## config.mk

```make
export PLATFORM = sky130hd
export DESIGN_NAME = snd_comm
export DESIGN_NICKNAME = d
export VERILOG_FILES = /design/src/hw/snd_pkg.sv /design/src/hw/snd_comm.sv
export SDC_FILE = /design/constraint.sdc
export NUM_CORES = 1
export LEC_CHECK = 0
export BUFFER_PORTS_ARGS = -buffer_cell sky130_fd_sc_hd__buf_2
export CORE_MARGIN = 2
export CORE_UTILIZATION = 38
export CTS_CLUSTER_DIAMETER = 200
export CTS_CLUSTER_SIZE = 20
export DETAILED_ROUTE_END_ITERATION = 10
export PLACE_DENSITY = 0.77
export SETUP_SLACK_MARGIN = 0.2
export SLEW_MARGIN = 20
export SYNTH_ARGS = -nofsm -noshare
export SYNTH_HDL_FRONTEND = slang
export SYNTH_SLANG_ARGS = --single-unit
```

## constraint.sdc

```tcl
create_clock -name clk -period 0.9 [get_ports clk]
set_clock_uncertainty 0.05 [all_clocks]
set_input_delay 0.09 -clock clk [delete_from_list [all_inputs] [get_ports clk]]
set_output_delay 0.09 -clock clk [all_outputs]
set_load 0.02 [all_outputs]
```

## src/hw/snd_pkg.sv

```systemverilog
// shared widths, memory map pages, tone register offsets and port function codes for the sound board
`default_nettype none

package snd_pkg;

    typedef logic [15:0] addr_t;     // sound CPU address
    typedef logic [7:0]  data_t;     // one bus byte
    typedef logic [14:0] rom_addr_t; // 32 KB program ROM
    typedef logic [9:0]  period_t;   // half period in cen ticks
    typedef logic [3:0]  vol_t;
    typedef logic [9:0]  sample_t;

    localparam int RAM_AW = 12; // 4 KB work RAM
    localparam int NUM_CH = 3;

    // pages are address bits 15..12
    localparam logic [3:0] PAGE_ROM        = 4'h7; // last ROM page, ROM is 0x0000-0x7fff
    localparam logic [3:0] PAGE_RAM        = 4'h8;
    localparam logic [3:0] PAGE_TONE_BB    = 4'h9;
    localparam logic [3:0] PAGE_IO_BB      = 4'hb;
    localparam logic [3:0] PAGE_TONE_TK    = 4'hb;
    localparam logic [3:0] PAGE_IO_TK_NMI  = 4'h9;
    localparam logic [3:0] PAGE_IO_TK_PORT = 4'ha;

    // offsets inside a channel group of four
    localparam logic [1:0] REG_PER_LO = 2'd0;
    localparam logic [1:0] REG_PER_HI = 2'd1; // bits 9..8 of the period
    localparam logic [1:0] REG_VOL    = 2'd2;

    // decoded port functions, bus to comm
    localparam logic [2:0] IO_RD_LATCH     = 3'd0; // command latch, clears pending flag
    localparam logic [2:0] IO_RD_STATUS    = 3'd1;
    localparam logic [2:0] IO_WR_REPLY_STB = 3'd2; // reply latch plus strobe
    localparam logic [2:0] IO_WR_REPLY     = 3'd3;
    localparam logic [2:0] IO_WR_STB       = 3'd4;
    localparam logic [2:0] IO_NMI_SET      = 3'd5;
    localparam logic [2:0] IO_NMI_CLR      = 3'd6;
    localparam logic [2:0] IO_NONE         = 3'd7; // reads 0xff, writes ignored

endpackage

`default_nettype wire
```

## src/hw/snd_comm.sv

```systemverilog
// latches between main and sound CPU, pending flag and NMI gating, driven by decoded port functions
`timescale 1ns/1ns
`default_nettype none

module snd_comm import snd_pkg::*; (
    input  logic       clk,
    input  logic       snd_rstn,
    input  logic       io_wr,
    input  logic       io_rd,
    input  logic [2:0] io_sel,
    input  data_t      wr_data,
    input  data_t      snd_latch,
    input  logic       snd_stb,
    output data_t      comm_dout,
    output data_t      main_latch,
    output logic       main_stb,
    output logic       snd_flag,
    output logic       nmi_n
);

logic stb_l;
logic stb_edge;
logic nmi_en;
logic latch_rd;

assign stb_edge = snd_stb && !stb_l;
assign latch_rd = io_rd && io_sel == IO_RD_LATCH;

// snd_flag is active low, low means a command waits
always_ff @(posedge clk, negedge snd_rstn) begin
    if (!snd_rstn) begin
        stb_l    <= 1'b0;
        snd_flag <= 1'b1;
    end else begin
        stb_l <= snd_stb;
        if (stb_edge)      snd_flag <= 1'b0; // new command wins over a read
        else if (latch_rd) snd_flag <= 1'b1;
    end
end

always_ff @(posedge clk, negedge snd_rstn) begin
    if (!snd_rstn) begin
        nmi_en     <= 1'b0;
        main_latch <= 8'h00;
        main_stb   <= 1'b0;
    end else begin
        main_stb <= io_wr && (io_sel == IO_WR_REPLY_STB || io_sel == IO_WR_STB);
        if (io_wr) begin
            case (io_sel)
                IO_WR_REPLY_STB,
                IO_WR_REPLY: main_latch <= wr_data;
                IO_NMI_SET:  nmi_en     <= 1'b1;
                IO_NMI_CLR:  nmi_en     <= 1'b0;
                default: ;
            endcase
        end
    end
end

always_comb begin
    case (io_sel)
        IO_RD_LATCH:  comm_dout = snd_latch;
        IO_RD_STATUS: comm_dout = {6'h3f, main_stb, snd_flag};
        default:      comm_dout = 8'hff;
    endcase
end

// NMI while a command is pending and enabled
assign nmi_n = snd_flag || !nmi_en;

endmodule

`default_nettype wire

```

==> flow_results.xml <==
<?xml version="1.0" encoding="UTF-8"?>
<metrics>
  <group name="outcome">
    <metric name="run_status" unit="">finished with violations</metric>
    <metric name="violations" unit="">hold timing, setup timing</metric>
  </group>
  <group name="yosys">
    <metric name="synth.distinct_cells" unit="">19</metric>
    <metric name="synth-xor-area-share" unit="">0.01532</metric>
    <metric name="avgSynthCellArea" unit="um^2">12.71</metric>
    <metric name="synth-seq-cells" unit="">12</metric>
    <metric name="post_synth_instance_area" unit="um^2">571.8</metric>
    <metric name="synth_compound_gate_area_share" unit="">0.02626</metric>
    <metric name="synth_top_cells_by_area" unit="">sky130_fd_sc_hd__dfrtp_1, sky130_fd_sc_hd__mux2_2, sky130_fd_sc_hd__nand2b_1</metric>
    <metric name="yosysWarningCount" unit="">0</metric>
    <metric name="synth.yosys.seq_area_share" unit="">0.5274</metric>
    <metric name="synth_top_family_by_area" unit="">simple AND/OR/NAND/NOR gates</metric>
    <metric name="number_of_nets_produced_by_synthesis" unit="">69</metric>
    <metric name="synthMuxAreaShare" unit="">0.1926</metric>
    <metric name="synth_cells" unit="">45</metric>
    <metric name="yosys.area_share.simple" unit="">0.2144</metric>
    <metric name="post_synth_adder_cell_area" unit="">0</metric>
    <metric name="yosysTopAreaCellShare" unit="">0.4814</metric>
    <metric name="synth_top_cell_by_area" unit="">sky130_fd_sc_hd__dfrtp_1</metric>
  </group>
  <group name="floorplan">
    <metric name="die_area" unit="um^2">1831</metric>
    <metric name="core" unit="um^2">1350</metric>
    <metric name="chipHeight" unit="um">42.79</metric>
    <metric name="initial_core_util" unit="">0.4235</metric>
    <metric name="boundaryPins" unit="">43</metric>
    <metric name="placement_rows" unit="">13</metric>
    <metric name="floorplan.die.width" unit="um">42.79</metric>
  </group>
  <group name="routing">
    <metric name="via_count" unit="">624</metric>
    <metric name="routed_via_density" unit="">5.157</metric>
    <metric name="drc" unit="">0</metric>
    <metric name="totalWireLength" unit="um">2357</metric>
    <metric name="drt_first_pass_iters" unit="">4</metric>
    <metric name="routed_wire_length_per_instance" unit="um">19.48</metric>
    <metric name="drt.antenna.violating_nets" unit="">0</metric>
    <metric name="initial_detailed_routing_violation_count" unit="">13</metric>
  </group>
  <group name="grt">
    <metric name="globalRoute.busiestLayer" unit="">met2</metric>
    <metric name="global_route.usage.met2" unit="">0.4576</metric>
    <metric name="track_usage" unit="">0.2332</metric>
    <metric name="maximum_number_of_pins_on_one_net_before_global_route_repair" unit="">13</metric>
    <metric name="grt_util_met1" unit="">0.2306</metric>
    <metric name="grt_first_pass_wirelength" unit="um">3084</metric>
    <metric name="via_count_of_the_first_global_routing_pass" unit="">682</metric>
    <metric name="grt_antenna_before_repair" unit="">0</metric>
    <metric name="grt_remaining_overflow" unit="">0</metric>
    <metric name="grt_util_met3" unit="">0.05957</metric>
  </group>
  <group name="sta">
    <metric name="fmax" unit="MHz">800.6</metric>
    <metric name="whs" unit="ns">-0.01979</metric>
    <metric name="timing.max_slew.rel_slack" unit="">0.7589</metric>
    <metric name="rsz0062_at_grt" unit="">yes</metric>
    <metric name="setup_tns" unit="ns">-2.335</metric>
    <metric name="final.min_clock_period" unit="ns">1.249</metric>
    <metric name="finalSetupViolCount" unit="">23</metric>
    <metric name="finalMaxSlewViolations" unit="">0</metric>
    <metric name="report.final.hold_viol_count" unit="">4</metric>
    <metric name="final.period_utilization" unit="">1.388</metric>
    <metric name="setup_ws_post_layout" unit="ns">-0.3491</metric>
    <metric name="max_slew.worst_pin.slew" unit="ns">0.3567</metric>
  </group>
  <group name="clocking">
    <metric name="cts_sinks" unit="">12</metric>
    <metric name="clk_latency" unit="ns">0.28</metric>
    <metric name="max-clock-path-buffers" unit="">2</metric>
    <metric name="cts-hold-fix-buffers" unit="">2</metric>
    <metric name="clkSlewWorstSetupHoldPaths" unit="ns">0.08</metric>
    <metric name="ctsRootBufferMaster" unit="">sky130_fd_sc_hd__clkbuf_4</metric>
    <metric name="cts_inserted_buffers" unit="">3</metric>
    <metric name="cts_tree" unit="">built</metric>
    <metric name="count_of_h_tree_levels_built_during_cts" unit="">1</metric>
  </group>
  <group name="pwr">
    <metric name="peakVddDrop" unit="mV">1.027</metric>
    <metric name="power_density" unit="nW/um^2">1564</metric>
    <metric name="total_leakage_power" unit="uW">0.0006325</metric>
  </group>
  <group name="placement">
    <metric name="routabilityCongestion" unit="">0.6541</metric>
    <metric name="post-dp-hpwl" unit="um">1135</metric>
    <metric name="placement.io_buffers" unit="">42</metric>
    <metric name="detailed_place.area" unit="um^2">920.9</metric>
  </group>
  <group name="final_layout">
    <metric name="post_route_cells_drive_above_1_share" unit="">0.8491</metric>
    <metric name="finalInstanceArea" unit="um^2">1225</metric>
    <metric name="layout_common_cells" unit="">sky130_fd_sc_hd__buf_6, sky130_fd_sc_hd__buf_2, sky130_fd_sc_hd__dfrtp_2, sky130_fd_sc_hd__mux2_4, sky130_fd_sc_hd__buf_4</metric>
    <metric name="area.growth.synth_to_final" unit="%">114.2</metric>
    <metric name="design.final.nets" unit="">131</metric>
    <metric name="final_common_cell" unit="">sky130_fd_sc_hd__buf_6</metric>
    <metric name="diodes" unit="">0</metric>
    <metric name="nFillCells" unit="">55</metric>
  </group>
  <group name="min_path">
    <metric name="worst_hold_path.num_cells" unit="">2</metric>
    <metric name="timing.hold.worst.start" unit="">wr_data[5]</metric>
    <metric name="holdPathEnd" unit="">main_latch[5]$_DFFE_PN0P_</metric>
    <metric name="hold_class" unit="">in2reg</metric>
  </group>
  <group name="worst_setup_path">
    <metric name="cpLargestDelayFamily" unit="">flip-flops</metric>
    <metric name="reg2reg_from" unit="">main_latch[0]$_DFFE_PN0P_</metric>
    <metric name="critical_path_required" unit="ns">0.76</metric>
    <metric name="critPathLaunchType" unit="">flip-flop</metric>
    <metric name="cp-end-kind" unit="">output pin</metric>
    <metric name="critPathMaxStageDelay" unit="ns">0.56</metric>
    <metric name="cp_cell_sequence" unit="">mux2i_1 -&gt; nand2_2 -&gt; buf_6</metric>
    <metric name="rrSetupSlack" unit="ns">-0.06</metric>
    <metric name="critPathSlowestCell" unit="">sky130_fd_sc_hd__dfstp_2</metric>
    <metric name="reg2reg_depth" unit="">2</metric>
    <metric name="worstPathArrival" unit="ns">1.11</metric>
    <metric name="path_max_fanout" unit="">4</metric>
    <metric name="regToRegEndpoint" unit="">main_latch[0]$_DFFE_PN0P_</metric>
    <metric name="worst-path-buf-inv" unit="">1</metric>
    <metric name="timing_worst_setup_path_type" unit="">reg2out</metric>
    <metric name="critical_path_cell_count" unit="">3</metric>
  </group>
  <group name="job">
    <metric name="drv.max_cap_violation_count" unit="">0</metric>
  </group>
</metrics>
[stage by stage]
stage / util / power (uW) / cells / worst slack (ns)
finish: 0.9073 / 1916 / 121 / -0.3491
global route: 0.9073 / 1973 / 121 / -0.3705
CTS: 0.8897 / 1853 / 120 / -0.3321
detailed placement: 0.6821 / 1180 / 107 / -0.09025
global placement: 0.6821 / 1163 / 107 / -0.06514
floorplan: - / 991.3 / 45 / -0.03579
[cell families after synthesis]
family | Yosys count
and+or+nand+nor | 17
DFF | 12
muxes | 10
buffers and inverters | 3
AOI/OAI and AO/OA | 2
xor gates and xnor gates | 1
[worst register-to-register path, delay by kind of cell (launching register included)]
family,cells,cell delay [ns]
buf+inv,1,0.12
flops,1,0.42
mux,1,0.26
[state kept, by name (all words and copies together) (netlist names)]
signal and count:
stb_l 1, nmi_en 1, main_stb 1, snd_flag 1, main_latch 8
[worst max path at each step]
stage                         start                   endpoint  slack (ns)
3_3_place_gp              io_sel[2]  main_latch[0]$_DFFE_PN0P_       -0.07
3_5_place_dp              io_sel[2]  main_latch[7]$_DFFE_PN0P_       -0.09
5_1_grt        snd_flag$_DFFE_PN1P_               comm_dout[0]       -0.37
2_1_floorplan  snd_flag$_DFFE_PN1P_               comm_dout[0]       -0.04
6_report       snd_flag$_DFFE_PN1P_               comm_dout[0]       -0.35
4_1_cts        snd_flag$_DFFE_PN1P_               comm_dout[0]       -0.33
[report_power, final]
| part | leakage (uW) | total (uW) | internal [uW] | switching (uW) |
|---|---|---|---|---|
| Combinational | 0.000478 | 759 | 460 | 299 |
| Clock | 0.0000210 | 446 | 247 | 199 |
| Sequential | 0.000134 | 711 | 636 | 75.3 |
[metal layers]
layer	up-vias	share of wire
li1	277	-
met4	0	0.031
met3	8	0.043
met1	305	0.37
met2	34	0.55
met5	-	0
[synth_stat cells (all sizes together)]
| cell type | number |
|---|---|
| nor4b | 1 |
| nor2 | 1 |
| nand2 | 2 |
| nor2b | 1 |
| a31oi | 1 |
| inv | 1 |
| dfstp | 1 |
| nand2b | 7 |
| a2bb2oi | 1 |
| nor3b | 1 |
| nand3b | 1 |
| mux2 | 8 |
| xnor2 | 1 |
| mux2i | 2 |
| dfrtp | 11 |
| buf | 2 |
| and4b | 1 |
| nor3 | 2 |
[final cells by class]
class	count	area, um^2	share of cell area
Timing Repair Buffer	59	508.0	0.4147
Multi-Input combinational cell	30	345.3	0.2819
Sequential cell	12	312.8	0.2554
Clock buffer	4	36.28	0.02962
Tap cell	15	18.77	0.01532
Inverter	1	3.754	0.003064
[repair_timing]
item | 4_1_cts | 5_1_grt
setup buffers | 7 | 1
pin swaps | 2 | 1
endpoints found under the setup margin | 29 | 29
gates resized for setup | 49 | 5
endpoints found under the hold margin | 20 | 5
Power figures use the tool's default switching activity.
