`src/hw/snd_pkg.sv`:
```
// shared widths, memory map pages, tone register offsets and port function codes for the sound board
`default_nettype none

package snd_pkg;

    typedef logic [15:0] addr_t;     // sound CPU address
    typedef logic [7:0]  data_t;     // one bus byte
    typedef logic [14:0] rom_addr_t; // 32 KB program ROM
    typedef logic [9:0]  period_t;   // half period in cen ticks
    typedef logic [3:0]  vol_t;
    typedef logic [9:0]  sample_t;

    localparam int RAM_AW = 12; // 4 KB work RAM
    localparam int NUM_CH = 3;

    // pages are address bits 15..12
    localparam logic [3:0] PAGE_ROM        = 4'h7; // last ROM page, ROM is 0x0000-0x7fff
    localparam logic [3:0] PAGE_RAM        = 4'h8;
    localparam logic [3:0] PAGE_TONE_BB    = 4'h9;
    localparam logic [3:0] PAGE_IO_BB      = 4'hb;
    localparam logic [3:0] PAGE_TONE_TK    = 4'hb;
    localparam logic [3:0] PAGE_IO_TK_NMI  = 4'h9;
    localparam logic [3:0] PAGE_IO_TK_PORT = 4'ha;

    // offsets inside a channel group of four
    localparam logic [1:0] REG_PER_LO = 2'd0;
    localparam logic [1:0] REG_PER_HI = 2'd1; // bits 9..8 of the period
    localparam logic [1:0] REG_VOL    = 2'd2;

    // decoded port functions, bus to comm
    localparam logic [2:0] IO_RD_LATCH     = 3'd0; // command latch, clears pending flag
    localparam logic [2:0] IO_RD_STATUS    = 3'd1;
    localparam logic [2:0] IO_WR_REPLY_STB = 3'd2; // reply latch plus strobe
    localparam logic [2:0] IO_WR_REPLY     = 3'd3;
    localparam logic [2:0] IO_WR_STB       = 3'd4;
    localparam logic [2:0] IO_NMI_SET      = 3'd5;
    localparam logic [2:0] IO_NMI_CLR      = 3'd6;
    localparam logic [2:0] IO_NONE         = 3'd7; // reads 0xff, writes ignored

endpackage

`default_nettype wire
```
`src/hw/snd_mix.sv`:
```
// output stage, scales the tone sum to the gain of the selected board and registers it
`timescale 1ns/1ns
`default_nettype none

module snd_mix import snd_pkg::*; (
    input  logic    clk,
    input  logic    snd_rstn,
    input  logic    tokio,
    input  sample_t tone_sum,
    output sample_t psg
);

sample_t scaled;

// tokio board has a quarter of the tone gain
assign scaled = tokio ? (tone_sum >> 2) : tone_sum;

always_ff @(posedge clk, negedge snd_rstn) begin
    if (!snd_rstn) begin
        psg <= '0;
    end else begin
        psg <= scaled; // one extra cycle after tone_gen
    end
end

endmodule

`default_nettype wire

```
`config.mk`:
```
export PLATFORM = sky130hd
export DESIGN_NAME = snd_mix
export DESIGN_NICKNAME = d
export VERILOG_FILES = /design/src/hw/snd_pkg.sv /design/src/hw/snd_mix.sv
export SDC_FILE = /design/constraint.sdc
export NUM_CORES = 1
export LEC_CHECK = 0
export ABC_AREA = 1
export BUFFER_PORTS_ARGS = -buffer_cell sky130_fd_sc_hd__buf_2
export CAP_MARGIN = 20
export CORE_AREA = 8 8 45 47
export CTS_CLUSTER_DIAMETER = 40
export DETAILED_ROUTE_END_ITERATION = 10
export DIE_AREA = 0 0 53 55
export PLACE_DENSITY_LB_ADDON = 0.2
export SLEW_MARGIN = 10
export SYNTH_ARGS = -nofsm -noshare
export SYNTH_HDL_FRONTEND = slang
export SYNTH_SLANG_ARGS = --single-unit
export TNS_END_PERCENT = 50
```
`constraint.sdc`:
```
create_clock -name clk -period 0.8 [get_ports clk]
set_input_delay 0.04 -clock clk [delete_from_list [all_inputs] [get_ports clk]]
set_output_delay 0.04 -clock clk [all_outputs]
set_load 0.05 [all_outputs]
```
==> results of run 1 <==
==> routing by layer <==
metal	track usage, %	wire length, um	up-vias
met5	0	0	-
met4	5.172	0	0
met3	3.476	90	0
met2	10.35	516	12
met1	7.187	347	151
li1	-	-	180
==> repair_timing <==
action,4_1_cts,5_1_grt
hold buffers,8,0
hold endpoints to repair,17,0
endpoints found under the setup margin,10,10
gates resized for setup,20,0
==> path summary, 6_finish.rpt <==
check                      slack [ps]      to        start  cells past startpoint
min in group asynchronous         170  psg[8]     snd_rstn                      2
max in group asynchronous         450  psg[3]     snd_rstn                      2
min                                 5  psg[7]  tone_sum[9]                      3
max                               -30  psg[0]       psg[0]                      1
==> layout make-up <==
type	count	share of cell area, %
clock buffer	3	3.442
multi-input combinational	26	14.91
tap	16	3.059
timing repair buffer	30	38.62
inverter	3	1.721
sequential	10	38.24
==> cell families after synthesis <==
| logic type | count (synthesis) | synth area share [%] |
|---|---|---|
| flops | 10 | 68.26 |
| simple gates | 26 | 26.62 |
| buf+inv | 4 | 5.120 |
==> cells in the mapped netlist (all sizes together) <==
library cell / number / area share, %
dfrtp: 10 / 68
nand2: 24 / 25
buf: 1 / 2.0
inv: 3 / 3.1
nor2: 2 / 2.0
==> per-stage QoR <==
step	std cells	instance area [um2]	TNS, ps	utilization, %
after global routing	88	654.4	-464.3	47.29
after detailed placement	77	489.2	0	35.35
after floorplan	40	366.6	0	-
after CTS	88	654.4	-284.3	47.29
final	88	654.4	-171.7	47.29
after global placement	77	489.2	0	35.35
==> power by group through the flow <==
stage | Combinational (mW) | Clock (mW) | Sequential [mW]
floorplan | 0.0432 | 0 | 0.692
global placement | 0.263 | 0 | 0.558
detailed placement | 0.264 | 0 | 0.558
CTS | 0.338 | 0.338 | 0.558
global route | 0.356 | 0.359 | 0.561
finish | 0.335 | 0.324 | 0.558
==> impl_metrics.toml, run 1 <==
[synth]
synth_area_per_cell_um2 = 9.165
synth.net_count = 53
ys_seq_elements = 10
syn-instance-count = 40
synth_cell_types = 5
synth_warnings = 0
ys_seq_area_share_pct = 68.26
netlist_area_um2 = 366.6

[pwr]
totalPowerFinal_mw = 1.216
power_frac_clock_pct = 26.6
p_switching_mw = 0.3705
power_density_mw_per_mm2 = 1859
p_int_mw = 0.8457
swShare_pct = 30.46
power_frac_seq_pct = 45.9
pwr-share-comb_pct = 27.5
leakage_nw = 0.3670
irDropWorstVdd_mv = 0.6365

[cells_and_area]
multi_input_area_um2 = 97.59
nets = 87
final_cell_mix = "nand2_1, buf_2, buf_6, dfrtp_1, dlygate4sd3_1"
antenna_cells = 0
filler_cell_count = 134
regArea_um2 = 250.2
drive_gt1_share_pct = 34.72
synthToLayoutAreaGrowth_pct = 78.50
largest_register_ffs = 10
final_common_cell = "nand2_1"
regMostFlops = "psg"
largest_registers = "psg (10)"

[route]
wl_um = 954
first_pass_iters = 4
drc = 0
first_iter_violations = 14
via_per_inst = 3.898
num_vias = 343
wl_per_cell_um = 10.84
final_antenna_net_count = 0

[sta]
post-route-min-period_ps = 832.0
tightest_slew_ps = 221.5
setup_violations = 10
fin_ws_ps = -32.05
slew_headroom_pct = 85.23
final_hold_viol_count = 0
hold_ws_ps = 4.978
rsz0062_at_grt = "true"
finalCritPeriodShare_pct = 104.0
fmax_mhz = 1202
slew_violations = 0

[floorplanning]
placementRows = 14
die_x_um = 53
initial_utilization_pct = 26.49
core_mm2 = 0.001384
die_h_um = 55
top_level_ports = 23
dieArea_mm2 = 0.002915

[setup_path]
slowest_stage = "dfrtp_1"
crit_path_max_fanout = 1
worst_setup_path_start_kind = "register"
cp_top_family = "flip-flops"
arrival_ps = 790
crit_type = "reg2out"
critPathCaptureType = "output pin"
critPathMaxStageDelay_ps = 380
path_cells = "buf_6"
cp_num_buf_inv = 1
cp.required_ps = 760

[clock_tree]
cts_setup_buffers = 0
clockBufferDepth = 2
cts_root_buf = "clkbuf_4"
path_clk_slew_ps = 60
tritoncts = "built"
numCtsBuffers = 3
cts_max_level = 1
cts.sinks = 10

[place]
dp_hpwl_um = 698.2
preCtsSetupSlack_ps = 151.6
gp_congestion = 0.6781
port_buffers = 22

[grt]
first_global_vias = 357
grt_pass1_wl_um = 1442
grt_use_total_pct = 6.843
grt_overflow_total = 0
grt_max_degree = 12
antenna_found_initial = 0

[status]
failed_checks = "setup timing"
status = "finished with violations"

[run]
maxCapViolCount = 0

[min_path]
hold_path.class = "in2reg"
Note: power is estimated with default switching activity, not from simulation.
==> inputs of run 2 (changes only) <==
Settings changed: CTS_BUF_LIST from default to sky130_fd_sc_hd__clkbuf_8, GPL_ROUTABILITY_DRIVEN from default to 0.
==> impl_metrics.toml, run 2 (synthesis gave the netlist of run 1 again) <==
[route]
wl_met3_um = 67
wl_um = 896
num_vias = 323
first_iter_violations = 8
via_per_inst = 3.988
topRoutingLayerUsed = "met3"
first_pass_iters = 4
met1_length_um = 344
drc = 0
wl_met2_um = 484
final_antenna_net_count = 0
wl_per_cell_um = 11.06

[pwr]
irDropWorstVdd_mv = 0.7421
p_switching_mw = 0.3910
pwr-share-comb_pct = 22.5
swShare_pct = 28.51
power_frac_seq_pct = 40.8
leakage_nw = 0.3456
p_int_mw = 0.9804
power_density_mw_per_mm2 = 2274
power_frac_clock_pct = 36.7
totalPowerFinal_mw = 1.371

[cells_and_area]
largest_registers = "psg (10)"
largest_register_ffs = 10
final_cell_mix = "nand2_1, buf_2, buf_6, dfrtp_1"
synthToLayoutAreaGrowth_pct = 64.50
antenna_cells = 0
final_common_cell = "nand2_1"
drive_gt1_share_pct = 38.46
nets = 80
regMostFlops = "psg"
filler_cell_count = 143
fin_util_pct = 43.58

[min_path]
hold_path.class = "in2reg"

[sta]
slew_headroom_pct = 85.21
fin_ws_ps = -1.484
post-route-min-period_ps = 801.5
setup-tns-final_ps = -1.484
rsz0062_at_grt = "true"
fmax_mhz = 1248
final_hold_viol_count = 0
tightest_slew_ps = 221.8
setup_violations = 1
slew_violations = 0
finalCritPeriodShare_pct = 100.2
hold_ws_ps = 1.038

[setup_path]
crit_path_max_fanout = 1
cp.required_ps = 760
cp_num_buf_inv = 1
critPathMaxStageDelay_ps = 380
worstSetupPathDepth = 1
cp_top_family = "flip-flops"
critPathLaunch = "psg[0]"
worst_setup_path_start_kind = "register"
path_cells = "buf_6"
slowest_stage = "dfrtp_1"
crit_type = "reg2out"
arrival_ps = 760
endpoint = "psg[0]"
critPathCaptureType = "output pin"

[place]
dp_hpwl_um = 698.2
port_buffers = 22

[grt]
grt_pass1_wl_um = 1359
grt_use_total_pct = 6.623
grt_overflow_total = 0
antenna_found_initial = 0
first_global_vias = 336
grt_max_degree = 12

[floorplanning]
dieArea_mm2 = 0.002915
placementRows = 14
top_level_ports = 23
die_h_um = 55
die_x_um = 53
initial_utilization_pct = 26.49
core_mm2 = 0.001384

[clock_tree]
cts.sinks = 10
numCtsBuffers = 3
clockBufferDepth = 2
tritoncts = "built"
cts_root_buf = "clkbuf_8"
path_clk_slew_ps = 50
cts_max_level = 1

[run]
maxCapViolCount = 0

[status]
status = "finished with violations"
failed_checks = "setup timing"
## run 2: cell count changes in the layout (fill, tap and decap cells not counted), sizes merged
cell,delta
dlygate4sd3,-7
## run 2: worst min path at each step
stage / start / endpoint / cells after the start
floorplan: snd_rstn / psg[0] / 0
global placement: snd_rstn / psg[9] / 1
detailed placement: snd_rstn / psg[6] / 1
CTS: tone_sum[0] / psg[0] / 3
global route: tone_sum[0] / psg[0] / 3
finish: tone_sum[0] / psg[0] / 3
## run 2: routing by layer
metal	global-route usage [%]	up-vias
li1	-	166
met1	7.500	143
met2	9.180	14
met3	2.674	0
met4	6.466	0
met5	0	-
## run 2: metrics by stage
step	cell area, um2	setup WS [ps]	instances
2_1_floorplan	366.6	174.1	40
3_3_place_gp	489.2	169.3	77
3_5_place_dp	489.2	151.6	77
4_1_cts	603.1	-7.466	81
5_1_grt	603.1	-20.13	81
6_report	603.1	-1.484	81
## run 2: power by group through the flow
| stage | Sequential (mW) | Combinational [mW] | Clock, mW |
|---|---|---|---|
| floorplan | 0.692 | 0.0432 | 0 |
| global placement | 0.558 | 0.263 | 0 |
| detailed placement | 0.558 | 0.264 | 0 |
| CTS | 0.561 | 0.312 | 0.510 |
| global route | 0.563 | 0.328 | 0.537 |
| finish | 0.560 | 0.308 | 0.503 |
## run 2: cell type report
class / count / area [um2] / area share [%]
inverters: 3 / 11.26 / 1.867
multi-input cells: 26 / 97.59 / 16.18
well taps: 16 / 20.02 / 3.320
repair buffers: 23 / 182.7 / 30.29
clock buffers: 3 / 41.29 / 6.846
flip-flops and latches: 10 / 250.2 / 41.49
## run 2: tightest hold or removal path, cell delays in order
cell and delay (ps):
buf_2 70, nand2_1 40, nand2_1 40
## run 2: repair_timing
| action | CTS | global route |
|---|---|---|
| gates resized for setup | 20 | 0 |
| buffers inserted | 0 | 0 |
| endpoints found under the hold margin | 10 | 0 |
| setup endpoints to repair | 10 | 8 |
| hold buffers | 1 | 0 |
==> inputs of run 3 (changes only) <==
--- a/config.mk
+++ b/config.mk
@@ -9,3 +9,2 @@
 export BUFFER_PORTS_ARGS = -buffer_cell sky130_fd_sc_hd__buf_2
-export CAP_MARGIN = 20
 export CORE_AREA = 8 8 45 47
@@ -17,2 +16,3 @@
 export PLACE_DENSITY_LB_ADDON = 0.2
+export SETUP_SLACK_MARGIN = 0.4
 export SLEW_MARGIN = 10
--- a/constraint.sdc
+++ b/constraint.sdc
@@ -3,2 +3,2 @@
 set_output_delay 0.04 -clock clk [all_outputs]
-set_load 0.05 [all_outputs]
+set_load 0.02 [all_outputs]
==> impl_metrics.toml, run 3 (synthesis gave the netlist of run 1 again) <==
[run]
maxCapViolCount = 0

[pwr]
power_density_mw_per_mm2 = 2132
leakage_nw = 0.3414
swShare_pct = 22.98
irDropWorstVdd_mv = 0.7756
power_frac_seq_pct = 44.3
pwr-share-comb_pct = 17.2
p_switching_mw = 0.2906
power_frac_clock_pct = 38.5
totalPowerFinal_mw = 1.265
p_int_mw = 0.9740

[cells_and_area]
filler_cell_count = 144
instances_no_fill = 80
multi_input_area_um2 = 97.59
largest_register_ffs = 10
regArea_um2 = 250.2
final_area_um2 = 593.1
regMostFlops = "psg"
fin_util_pct = 42.86
nets = 79
final_cell_mix = "nand2_1, buf_2, buf_6, dfrtp_1"
largest_registers = "psg (10)"
antenna_cells = 0
synthToLayoutAreaGrowth_pct = 61.77
final_common_cell = "nand2_1"
drive_gt1_share_pct = 39.06

[grt]
grt_pass1_wl_um = 1255
grt_use_total_pct = 6.015
grt_overflow_total = 0
first_global_vias = 322
antenna_found_initial = 0
grt_max_degree = 12

[floorplanning]
placementRows = 14
die_h_um = 55
core_mm2 = 0.001384
top_level_ports = 23
initial_utilization_pct = 26.49
dieArea_mm2 = 0.002915
die_x_um = 53

[clock_tree]
tritoncts = "built"
clockBufferDepth = 2
cts_root_buf = "clkbuf_8"
cts.sinks = 10
cts_max_level = 1
numCtsBuffers = 3
path_clk_slew_ps = 40

[sta]
rsz0062_at_grt = "true"
slew_violations = 0
tightest_slew_ps = 225.0
setup_violations = 0
final_hold_viol_count = 10
finalCritPeriodShare_pct = 96.00
slew_headroom_pct = 84.98
setup-tns-final_ps = 0
hold_ws_ps = -337.3
fmax_mhz = 1302
post-route-min-period_ps = 768.0

[place]
dp_hpwl_um = 700.8
placed_area_um2 = 489.2
placedCellCount = 77
port_buffers = 22

[setup_path]
cp_num_buf_inv = 1
critPathLaunch = "psg[2]"
endpoint = "psg[2]"
cp.required_ps = 760
arrival_ps = 730
worstSetupPathDepth = 1
critPathCaptureType = "output pin"
path_cells = "buf_6"
crit_type = "reg2out"
cp_top_family = "flip-flops"
crit_path_max_fanout = 1
critPathMaxStageDelay_ps = 370
worst_setup_path_start_kind = "register"
slowest_stage = "dfrtp_1"

[route]
final_antenna_net_count = 0
wl_um = 866
first_iter_violations = 9
first_pass_iters = 4
via_per_inst = 3.988
drc = 0
num_vias = 319
wl_per_cell_um = 10.83

[status]
failed_checks = "hold timing"
status = "finished with violations"

[min_path]
hold_path.class = "in2async"
## run 3: metrics by stage
step           setup WS [ps]  hold WS, ps
6_report               31.99       -337.3
3_3_place_gp           161.8       -90.44
4_1_cts                20.77       -328.2
5_1_grt                7.431       -321.1
3_5_place_dp           151.7       -87.82
2_1_floorplan          344.0       -255.6
## run 3: worst min path at each step
stage | start | endpoint | slack, ps
2_1_floorplan | snd_rstn | psg[0] | -260
3_3_place_gp | snd_rstn | psg[9] | -90
6_report | snd_rstn | psg[8] | -340
3_5_place_dp | snd_rstn | psg[6] | -90
4_1_cts | snd_rstn | psg[2] | -330
5_1_grt | snd_rstn | psg[4] | -320
## run 3: per-layer routing
metal / track usage, % / wire length (um) / share of wire, % / up-vias
li1: - / - / - / 164
met1: 6.719 / 321 / 37 / 139
met2: 9.180 / 455 / 53 / 16
met3: 2.674 / 89 / 10 / 0
met4: 3.879 / 0 / 0 / 0
met5: 0 / 0 / 0 / -
## run 3: what timing repair did
| action | in CTS | in global routing |
|---|---|---|
| cloned | 0 | 0 |
| buffers inserted | 0 | 0 |
| endpoints found under the setup margin | 16 | 18 |
| gates resized for setup | 16 | 4 |
| endpoints found under the hold margin | 10 | 10 |
## run 3: layout make-up
type                    count  share of cell area (%)
flip-flops and latches     10                   42.19
inverters                   3                   1.899
repair buffers             22                   29.11
multi-input cells          26                   16.46
well taps                  16                   3.376
clock buffers               3                   6.962
## run 3: power groups by stage
stage          combinational (mW)  sequential [mW]  clock, mW
6_report                    0.218            0.560      0.487
5_1_grt                     0.236            0.563      0.526
4_1_cts                     0.214            0.559      0.501
3_5_place_dp                0.179            0.559          0
3_3_place_gp                0.178            0.558          0
2_1_floorplan              0.0432            0.608          0
