## config.mk

```make
export PLATFORM = sky130hd
export DESIGN_NAME = tone_gen
export DESIGN_NICKNAME = d
export VERILOG_FILES = /design/src/hw/snd_pkg.sv /design/src/hw/tone_gen.sv
export SDC_FILE = /design/constraint.sdc
export NUM_CORES = 1
export LEC_CHECK = 0
export ABC_CLOCK_PERIOD_IN_PS = 3900
export BUFFER_PORTS_ARGS = -buffer_cell sky130_fd_sc_hd__buf_4
export CORE_UTILIZATION = 40
export CTS_CLUSTER_DIAMETER = 60
export CTS_CLUSTER_SIZE = 40
export DETAILED_ROUTE_END_ITERATION = 7
export SLEW_MARGIN = 10
export SYNTH_ARGS = -nofsm -noshare
export SYNTH_HDL_FRONTEND = slang
export SYNTH_SLANG_ARGS = --single-unit
```

## constraint.sdc

```tcl
create_clock -name clk -period 3.9 [get_ports clk]
set_clock_uncertainty 0.1 [all_clocks]
set_input_delay 0.39 -clock clk [delete_from_list [all_inputs] [get_ports clk]]
set_output_delay 0.39 -clock clk [all_outputs]
set_load 0.1 [all_outputs]
```

## src/hw/snd_pkg.sv

```systemverilog
// shared widths, memory map pages, tone register offsets and port function codes for the sound board
`default_nettype none

package snd_pkg;

    typedef logic [15:0] addr_t;     // sound CPU address
    typedef logic [7:0]  data_t;     // one bus byte
    typedef logic [14:0] rom_addr_t; // 32 KB program ROM
    typedef logic [9:0]  period_t;   // half period in cen ticks
    typedef logic [3:0]  vol_t;
    typedef logic [9:0]  sample_t;

    localparam int RAM_AW = 12; // 4 KB work RAM
    localparam int NUM_CH = 3;

    // pages are address bits 15..12
    localparam logic [3:0] PAGE_ROM        = 4'h7; // last ROM page, ROM is 0x0000-0x7fff
    localparam logic [3:0] PAGE_RAM        = 4'h8;
    localparam logic [3:0] PAGE_TONE_BB    = 4'h9;
    localparam logic [3:0] PAGE_IO_BB      = 4'hb;
    localparam logic [3:0] PAGE_TONE_TK    = 4'hb;
    localparam logic [3:0] PAGE_IO_TK_NMI  = 4'h9;
    localparam logic [3:0] PAGE_IO_TK_PORT = 4'ha;

    // offsets inside a channel group of four
    localparam logic [1:0] REG_PER_LO = 2'd0;
    localparam logic [1:0] REG_PER_HI = 2'd1; // bits 9..8 of the period
    localparam logic [1:0] REG_VOL    = 2'd2;

    // decoded port functions, bus to comm
    localparam logic [2:0] IO_RD_LATCH     = 3'd0; // command latch, clears pending flag
    localparam logic [2:0] IO_RD_STATUS    = 3'd1;
    localparam logic [2:0] IO_WR_REPLY_STB = 3'd2; // reply latch plus strobe
    localparam logic [2:0] IO_WR_REPLY     = 3'd3;
    localparam logic [2:0] IO_WR_STB       = 3'd4;
    localparam logic [2:0] IO_NMI_SET      = 3'd5;
    localparam logic [2:0] IO_NMI_CLR      = 3'd6;
    localparam logic [2:0] IO_NONE         = 3'd7; // reads 0xff, writes ignored

endpackage

`default_nettype wire
```

## src/hw/tone_gen.sv

```systemverilog
// three square wave channels with period and volume registers, summed into one registered sample
`timescale 1ns/1ns
`default_nettype none

module tone_gen import snd_pkg::*; (
    input  logic       clk,
    input  logic       snd_rstn,
    input  logic       cen,
    input  logic       tone_wr,
    input  logic [3:0] tone_reg,
    input  data_t      tone_din,
    output data_t      tone_dout,
    output sample_t    tone_sum
);

period_t           period [NUM_CH];
vol_t              vol    [NUM_CH];
period_t           cnt    [NUM_CH];
logic [NUM_CH-1:0] sq;
logic [1:0]        ch_sel;
logic [1:0]        reg_off;
sample_t           mix;

assign ch_sel  = tone_reg[3:2];
assign reg_off = tone_reg[1:0];

always_ff @(posedge clk, negedge snd_rstn) begin
    if (!snd_rstn) begin
        for (int i = 0; i < NUM_CH; i++) begin
            period[i] <= '0;
            vol[i]    <= '0;
        end
    end else if (tone_wr) begin
        for (int i = 0; i < NUM_CH; i++) begin
            if (ch_sel == 2'(i)) begin
                case (reg_off)
                    REG_PER_LO: period[i][7:0] <= tone_din;
                    REG_PER_HI: period[i][9:8] <= tone_din[1:0];
                    REG_VOL:    vol[i]         <= tone_din[3:0];
                    default: ;
                endcase
            end
        end
    end
end

// half period is period+1 ticks, zero period mutes
always_ff @(posedge clk, negedge snd_rstn) begin
    if (!snd_rstn) begin
        for (int i = 0; i < NUM_CH; i++) begin
            cnt[i] <= '0;
        end
        sq <= '0;
    end else if (cen) begin
        for (int i = 0; i < NUM_CH; i++) begin
            if (period[i] == '0) begin
                cnt[i] <= '0;
                sq[i]  <= 1'b0;
            end else if (cnt[i] >= period[i]) begin // >= covers a shortened period
                cnt[i] <= '0;
                sq[i]  <= !sq[i];
            end else begin
                cnt[i] <= cnt[i] + 1'b1;
            end
        end
    end
end

always_comb begin
    mix = '0;
    for (int i = 0; i < NUM_CH; i++) begin
        if (sq[i]) mix = mix + sample_t'({vol[i], 4'b0000}); // max 3*240 fits
    end
end

always_ff @(posedge clk, negedge snd_rstn) begin
    if (!snd_rstn) tone_sum <= '0;
    else           tone_sum <= mix;
end

// readback, missing channel or offset gives 0xff
always_comb begin
    tone_dout = 8'hff;
    for (int i = 0; i < NUM_CH; i++) begin
        if (ch_sel == 2'(i)) begin
            case (reg_off)
                REG_PER_LO: tone_dout = period[i][7:0];
                REG_PER_HI: tone_dout = {6'd0, period[i][9:8]};
                REG_VOL:    tone_dout = {4'd0, vol[i]};
                default: ;
            endcase
        end
    end
end

endmodule

`default_nettype wire

```

==> summary.txt, run 1 <==
Outcome
  – Status: completed

Layout
  – Synthesis-to-layout area growth: 12.76%
  – Multi-input logic area: 0.002821 mm2
  – Storage cell area: 0.002027 mm2
  – Layout cell share with drive strength beyond 1: 0.1841
  – ANT cells: 0
  – Nets@finish: 614
  – Fill count: 1207
  – Post-route insts no fill: 722
  – Final core utilization: 0.4716

Clocking
  – CTS tree: yes
  – TritonCTS buffer count: 9
  – Post-CTS Setup Bufs: 0
  – Sink Count: 81
  – Number of H-tree levels: 3
  – Later-pin clock latency in the skew report: 340 ps
  – Clock Root Buffer: clkbuf_16
  – Bufs on Longest Clock Path: 2
  – CTS hold repair buffers: 0
  – CTS clk-pin slew, worst paths: 60 ps
  – CTS resizes: 0

Routing
  – DR WL/cell: 16.50 um
  – Avg Vias per Cell: 5.388
  – Initial DRT Pass Iterations: 6
  – Iter 0 DRT Violations: 186
  – WL met1: 5379 um
  – Vias: 3890
  – Drt total wl: 11920 um
  – Antenna Nets Post-Route: 0
  – DR WL met3: 332 um
  – Top Layer Used: met4
  – DRC Markers: 0
  – Wire length on met2: 5861 um

Worst setup path
  – Worst setup SP type: flop
  – CP most frequent cell: ha_1
  – RR Endpoint: tone_sum[7]
  – CP Class: reg2reg
  – R2r startpoint: sq[0]
  – Worst-path maximum fanout: 8
  – Reg2Reg Setup Slack: 1010 ps
  – Critical Path Sink Type: flop
  – Worst Setup SP: sq[0]
  – CP required: 4020 ps
  – CP peak stage delay: 460 ps
  – CP max-delay cell: dfrtp_1
  – Arr. time, crit path: 3010 ps
  – Critical path, cell by cell: and2_1, ha_1, inv_1, fa_1, mux2i_1, ha_1, a21o_1, a21oi_1, xnor2_1, mux2_2
  – R2R depth: 10
  – Crit path to: tone_sum[7]

Timing
  – Minimum clock period: 2885 ps
  – Fin. Hold Viols: 0
  – Relative slew slack: 0.3169
  – PnR worst setup slack: 1015 ps
  – # setup viols final: 0
  – Final slew viol count: 0
  – Worst Max-Slew Pin Slew: 1025 ps
  – Hold_ws: 114.6 ps
  – Final period utilization: 0.7398
  – Total Negative Setup Slacks: 0 ps
  – RSZ-0062 raised after global routing: false
  – Maximum clock rate: 346.6 MHz

Power
  – Clock Power Share: 0.250
  – Pwr dens: 619.2 mW/mm2
  – Sequential power share: 0.369
  – Max rail drop VDD: 218.2 uV
  – Leak Pwr: 2.681 nW
  – Comb power frac: 0.381
  – Net Sw Frac: 0.3989
  – Sw Pwr: 0.001422 W
  – P_int: 0.002144 W

Placed design
  – Buffers on Ports: 29
  – DP HPWL: 8882 um
  – Final GP Congestion: 0.8905
  – Placed Cells: 708
  – Setup WS pre-CTS: 1024 ps

Yosys
  – Top cell type's share of synthesized area: 0.3969
  – Flops & latches, synth: 81
  – Post-synthesis area per instance: 9.710 um2
  – Syn Std Cell Area: 0.005107 mm2
  – Synth top area cells: dfrtp_1, ha_1, mux2_2
  – Cell count after synthesis: 526
  – Count of flip-flops with a built-in enable after synthesis: 0
  – Synth Flop Type: dfrtp_1
  – Netlist cell types: 55
  – Synth top cells by count: dfrtp_1, ha_1, inv_1, nand2_1, mux2_2
  – Count leader, synth: dfrtp_1
  – Post-synthesis sequential area ratio: 0.3969
  – Synth warn: 0
  – Yosys top cell by area: dfrtp_1
  – Synth async-reset ratio: 1.000

Hold path
  – Hold Path Class: in2async

Global routing
  – Antenna violations before repair: 0
  – Largest net degree at the start of global routing: 82
  – Vias in the first global route: 4021
  – GRT Total Usage: 0.1984
  – Gr ovfl total: 0
  – Global-route wire length before repair: 20090 um

Die
  – Die Height: 115.0 um
  – # rows: 40
  – Die area: 0.01322 mm2
  – Initial Util: 0.4182
  – Core footprint: 0.01221 mm2
  – Die width: 115.0 um
  – Io pins: 34

Run
  – Max cap viols: 0
-- worst max-delay path, delay by kind of cell (launching register included) --
| family | cells | cell delay, ps |
|---|---|---|
| muxes | 2 | 560 |
| AOI/OAI and AO/OA | 2 | 400 |
| adders and majority gates | 3 | 880 |
| buffers and inverters | 1 | 70 |
| xor gates and xnor gates | 1 | 110 |
| DFF | 1 | 460 |
| and+or+nand+nor | 1 | 180 |
-- registers in the layout, indices dropped and copies added, names as in the netlist --
signal,count
sq,3
period,30
vol,12
cnt,30
tone_sum,6
-- cell families after synthesis --
family | Yosys count | synth area share
multiplexers | 40 | 0.08746
other | 1 | 0.0007342
buffers and inverters | 64 | 0.05292
adder cells (fa/ha/maj) | 47 | 0.1181
AO/OA/AOI/OAI | 108 | 0.1372
AND/OR/NAND/NOR | 160 | 0.1639
XOR/XNOR | 25 | 0.04287
flip-flops | 81 | 0.3969
-- cell usage in the layout, fill, tap and decap left out, types with 6 or more instances in the layout --
master,instances
nand3_1,24
dfrtp_1,81
buf_4,30
a21o_1,6
mux2_2,37
xnor2_1,13
o22ai_1,6
inv_1,45
nand2_1,45
nand4_1,12
o21ai_0,32
a21oi_1,24
nor4_1,7
clkbuf_16,9
nor2_1,35
xor2_1,12
ha_1,45
-- power by group through the flow --
| stage | clock network [W] | logic (W) | registers (W) |
|---|---|---|---|
| 4_1_cts | 0.000908 | 0.00137 | 0.00132 |
| 3_3_place_gp | 0 | 0.00131 | 0.00132 |
| 3_5_place_dp | 0 | 0.00136 | 0.00133 |
| 6_report | 0.000892 | 0.00136 | 0.00132 |
| 2_1_floorplan | 0 | 0.000960 | 0.00138 |
| 5_1_grt | 0.000933 | 0.00152 | 0.00135 |
-- through the flow --
stage                     total power, W  area [um2]
after floorplan                 0.002341        5119
after global placement          0.002628        5453
after detailed placement        0.002690        5453
after CTS                       0.003597        5759
after global routing            0.003806        5759
final                           0.003566        5759
-- routing by layer --
layer,GRT usage,vias to the layer above
met1,0.2479,1877
met2,0.3390,80
met4,0.09697,0
met3,0.02583,26
li1,-,1907
met5,0,-
-- how the worst min path moves through the flow --
stage / cells past startpoint / slack, ps / start / endpoint
finish: 1 / 110 / snd_rstn / tone_sum[8]
global route: 1 / 230 / snd_rstn / tone_sum[8]
CTS: 1 / 180 / snd_rstn / tone_sum[8]
detailed placement: 1 / 420 / vol[8] / vol[8]
global placement: 1 / 410 / vol[8] / vol[8]
floorplan: 0 / -6 / snd_rstn / cnt[0]
-- area by class of cell --
cell class,instances,area share
multi-input combinational,384,0.4899
sequential,81,0.3519
clock buffer,9,0.03910
timing repair buffer,30,0.03910
tap,168,0.03650
inverter,45,0.02933
clock inverter,5,0.01412
Power figures use the tool's default switching activity.
==> run 2: changes to the inputs <==
- ABC_CLOCK_PERIOD_IN_PS: 3900 -> 2470
- clock period: 3.9 -> 2.47 ns (I/O delays scaled with it)
==> run 2 against run 1 <==
Effect of this change:
- the flow now finishes with violations (negative setup slack)
- combinational power increased by 75%
- sequential power grew 57%
- clock-buffer cell count is 2 higher
- largest power group unchanged
- wire length increased by 0.83%
- first-iteration DRC count grew 11%
- highest routed layer unchanged
- design area rose by 4.3%
- die area unchanged
==> summary.txt, run 2 (synthesis results as in run 1) <==
Worst setup path
  – Worst path top cell family by delay: adder cells
  – CP peak stage delay: 440 ps (-20 ps)
  – CP Depth: 10 (unchanged)
  – CP required: 2590 ps (-1430 ps)
  – RR Endpoint: tone_sum[7]
  – Worst Setup SP: sq[0]
  – Critical path, cell by cell: and2_4, ha_4, inv_2, fa_2, mux2i_4, ha_1, a21o_1, a21oi_2, xnor2_1, mux2_4
  – Crit path buffers/inverters: 1 (unchanged)
  – R2r startpoint: sq[0]
  – CP Class: reg2reg
  – Arr. time, crit path: 2610 ps (-400 ps)
  – Worst-path maximum fanout: 2 (-6)
  – CP max-delay cell: fa_2
  – Worst setup SP type: flop
  – R2R depth: 10 (unchanged)
  – Critical Path Sink Type: flop
  – Reg2Reg Setup Slack: -30 ps (-1040 ps)

Routing
  – Drt total wl: 12010 um (+0.83%)
  – Iter 0 DRT Violations: 206 (+11%)
  – Initial DRT Pass Iterations: 5 (-1)
  – DRC Markers: 0 (unchanged)
  – Vias: 3937 (+1.2%)
  – Antenna Nets Post-Route: 0 (unchanged)
  – DR WL/cell: 16.26 um (-1.5%)
  – Avg Vias per Cell: 5.327 (-1.1%)

Die
  – Die area: 0.01322 mm2 (unchanged)
  – # rows: 40 (unchanged)
  – Core footprint: 0.01221 mm2 (unchanged)
  – Die Height: 115.0 um (unchanged)
  – Die width: 115.0 um (unchanged)
  – Initial Util: 0.4182 (unchanged)
  – Io pins: 34 (unchanged)

Hold path
  – Hold Path Class: in2reg
  – Hold EP: period[26]
  – Min-delay src: tone_din[6]
  – Hold path depth: 3

Clocking
  – Later-pin clock latency in the skew report: 340 ps (about the same)
  – Bufs on Longest Clock Path: 2 (unchanged)
  – CTS tree: yes
  – CTS clk-pin slew, worst paths: 60 ps (about the same)
  – Clock Root Buffer: clkbuf_16
  – TritonCTS buffer count: 9 (unchanged)
  – Number of H-tree levels: 3 (unchanged)
  – Sink Count: 81 (unchanged)

Outcome
  – Status: finished with violations
  – Violations in the final reports: negative setup slack

Global routing
  – Global-route wire length before repair: 19900 um (-0.93%)
  – Antenna violations before repair: 0 (unchanged)
  – GRT Total Usage: 0.1971 (-0.001320)
  – Gr ovfl total: 0 (unchanged)
  – Vias in the first global route: 3938 (-2.1%)
  – Largest net degree at the start of global routing: 82 (unchanged)

Placed design
  – Final GP Congestion: 0.8527 (-4.2%)
  – DP HPWL: 8950 um (+0.77%)
  – Placed Cells: 717 (+1.3%)
  – Buffers on Ports: 29 (unchanged)

Timing
  – Minimum clock period: 2497 ps (-387.9 ps)
  – Final period utilization: 1.011 (+0.2712)
  – Fin. Hold Viols: 0 (unchanged)
  – PnR worst setup slack: -27.18 ps (-1042 ps)
  – Worst Max-Slew Pin Slew: 512.3 ps (-512.4 ps)
  – Final slew viol count: 0 (unchanged)
  – Total Negative Setup Slacks: -27.18 ps (-27.18 ps)
  – RSZ-0062 raised after global routing: true
  – Maximum clock rate: 400.5 MHz (+16%)
  – Hold_ws: 57.85 ps (-56.75 ps)
  – Relative slew slack: 0.6585 (+0.3416)
  – # setup viols final: 1 (+1)

Layout
  – Layout cell share with drive strength beyond 1: 0.2277 (+0.04356)
  – Most frequent cells in the layout: dfrtp_1, inv_1, nand2_1
  – Post-route insts no fill: 739 (+2.4%)
  – Most common cell after layout, fill and taps aside: dfrtp_1
  – Nets@finish: 629 (+2.4%)
  – Fill count: 1145 (-5.1%)
  – Synthesis-to-layout area growth: 17.61%
  – ANT cells: 0 (unchanged)
  – Top Registers: cnt: 30 flops, period: 30 flops, vol: 12 flops

Run
  – Max cap viols: 0 (unchanged)

Power
  – Pwr dens: 996.4 mW/mm2 (+61%)
  – Max rail drop VDD: 571.0 uV (+160%)
  – Leak Pwr: 2.791 nW (+4.1%)
==> run 2: repair_timing <==
action	4_1_cts	5_1_grt
hold endpoints to repair	81	0
pin swaps	8	5
buffers inserted	3	3
hold buffers	1	0
setup endpoints to repair	3	4
resized for setup	5	7
==> run 2: worst max path at each step <==
| stage | end | slack, ps |
|---|---|---|
| finish | tone_sum[7] | -30 |
| CTS | tone_sum[7] | -20 |
| detailed placement | tone_sum[7] | -140 |
| floorplan | tone_dout[4] | -240 |
| global placement | tone_sum[7] | -80 |
| global route | tone_sum[7] | -100 |
==> run 2: per-layer routing <==
| metal | routed length [um] | vias up | track usage |
|---|---|---|---|
| li1 | - | 1950 | - |
| met1 | 5618 | 1927 | 0.2545 |
| met2 | 5889 | 46 | 0.3365 |
| met3 | 333 | 14 | 0.03585 |
| met4 | 172 | 0 | 0.05887 |
| met5 | 0 | - | 0 |
==> run 2: cell type report <==
type                       count  area [um2]  area share
clock buffer                  11       242.7     0.04041
clock inverter                 5       102.6     0.01708
inverter                      45       168.9     0.02812
multi-input combinational    384        2899      0.4826
sequential                    81        2027      0.3374
tap                          168       210.2     0.03499
timing repair buffer          45       356.6     0.05936
==> run 2: worst register-to-register path: stages, from the launching register on <==
cell and delay, ps:
dfrtp_1 380, and2_4 170, ha_4 160, inv_2 50
fa_2 440, mux2i_4 160, ha_1 260, a21o_1 170
a21oi_2 160, xnor2_1 80, mux2_4 260
==> run 2: power breakdown <==
group	internal (W)	total (W)	switching (W)
combinational	0.00101	0.00238	0.00137
sequential	0.00167	0.00207	0.000398
clock	0.00101	0.00154	0.000529
==> run 2: through the flow <==
| step | setup WS [ps] | cell area, um2 | total power, W | util |
|---|---|---|---|---|
| final | -27.18 | 6007 | 0.005986 | 0.4919 |
| after global routing | -102.6 | 6007 | 0.006417 | 0.4919 |
| after CTS | -18.18 | 5951 | 0.005956 | 0.4873 |
| after detailed placement | -140.5 | 5545 | 0.004292 | 0.4541 |
| after global placement | -80.35 | 5545 | 0.004215 | 0.4541 |
| after floorplan | -236.5 | 5131 | 0.003718 | - |
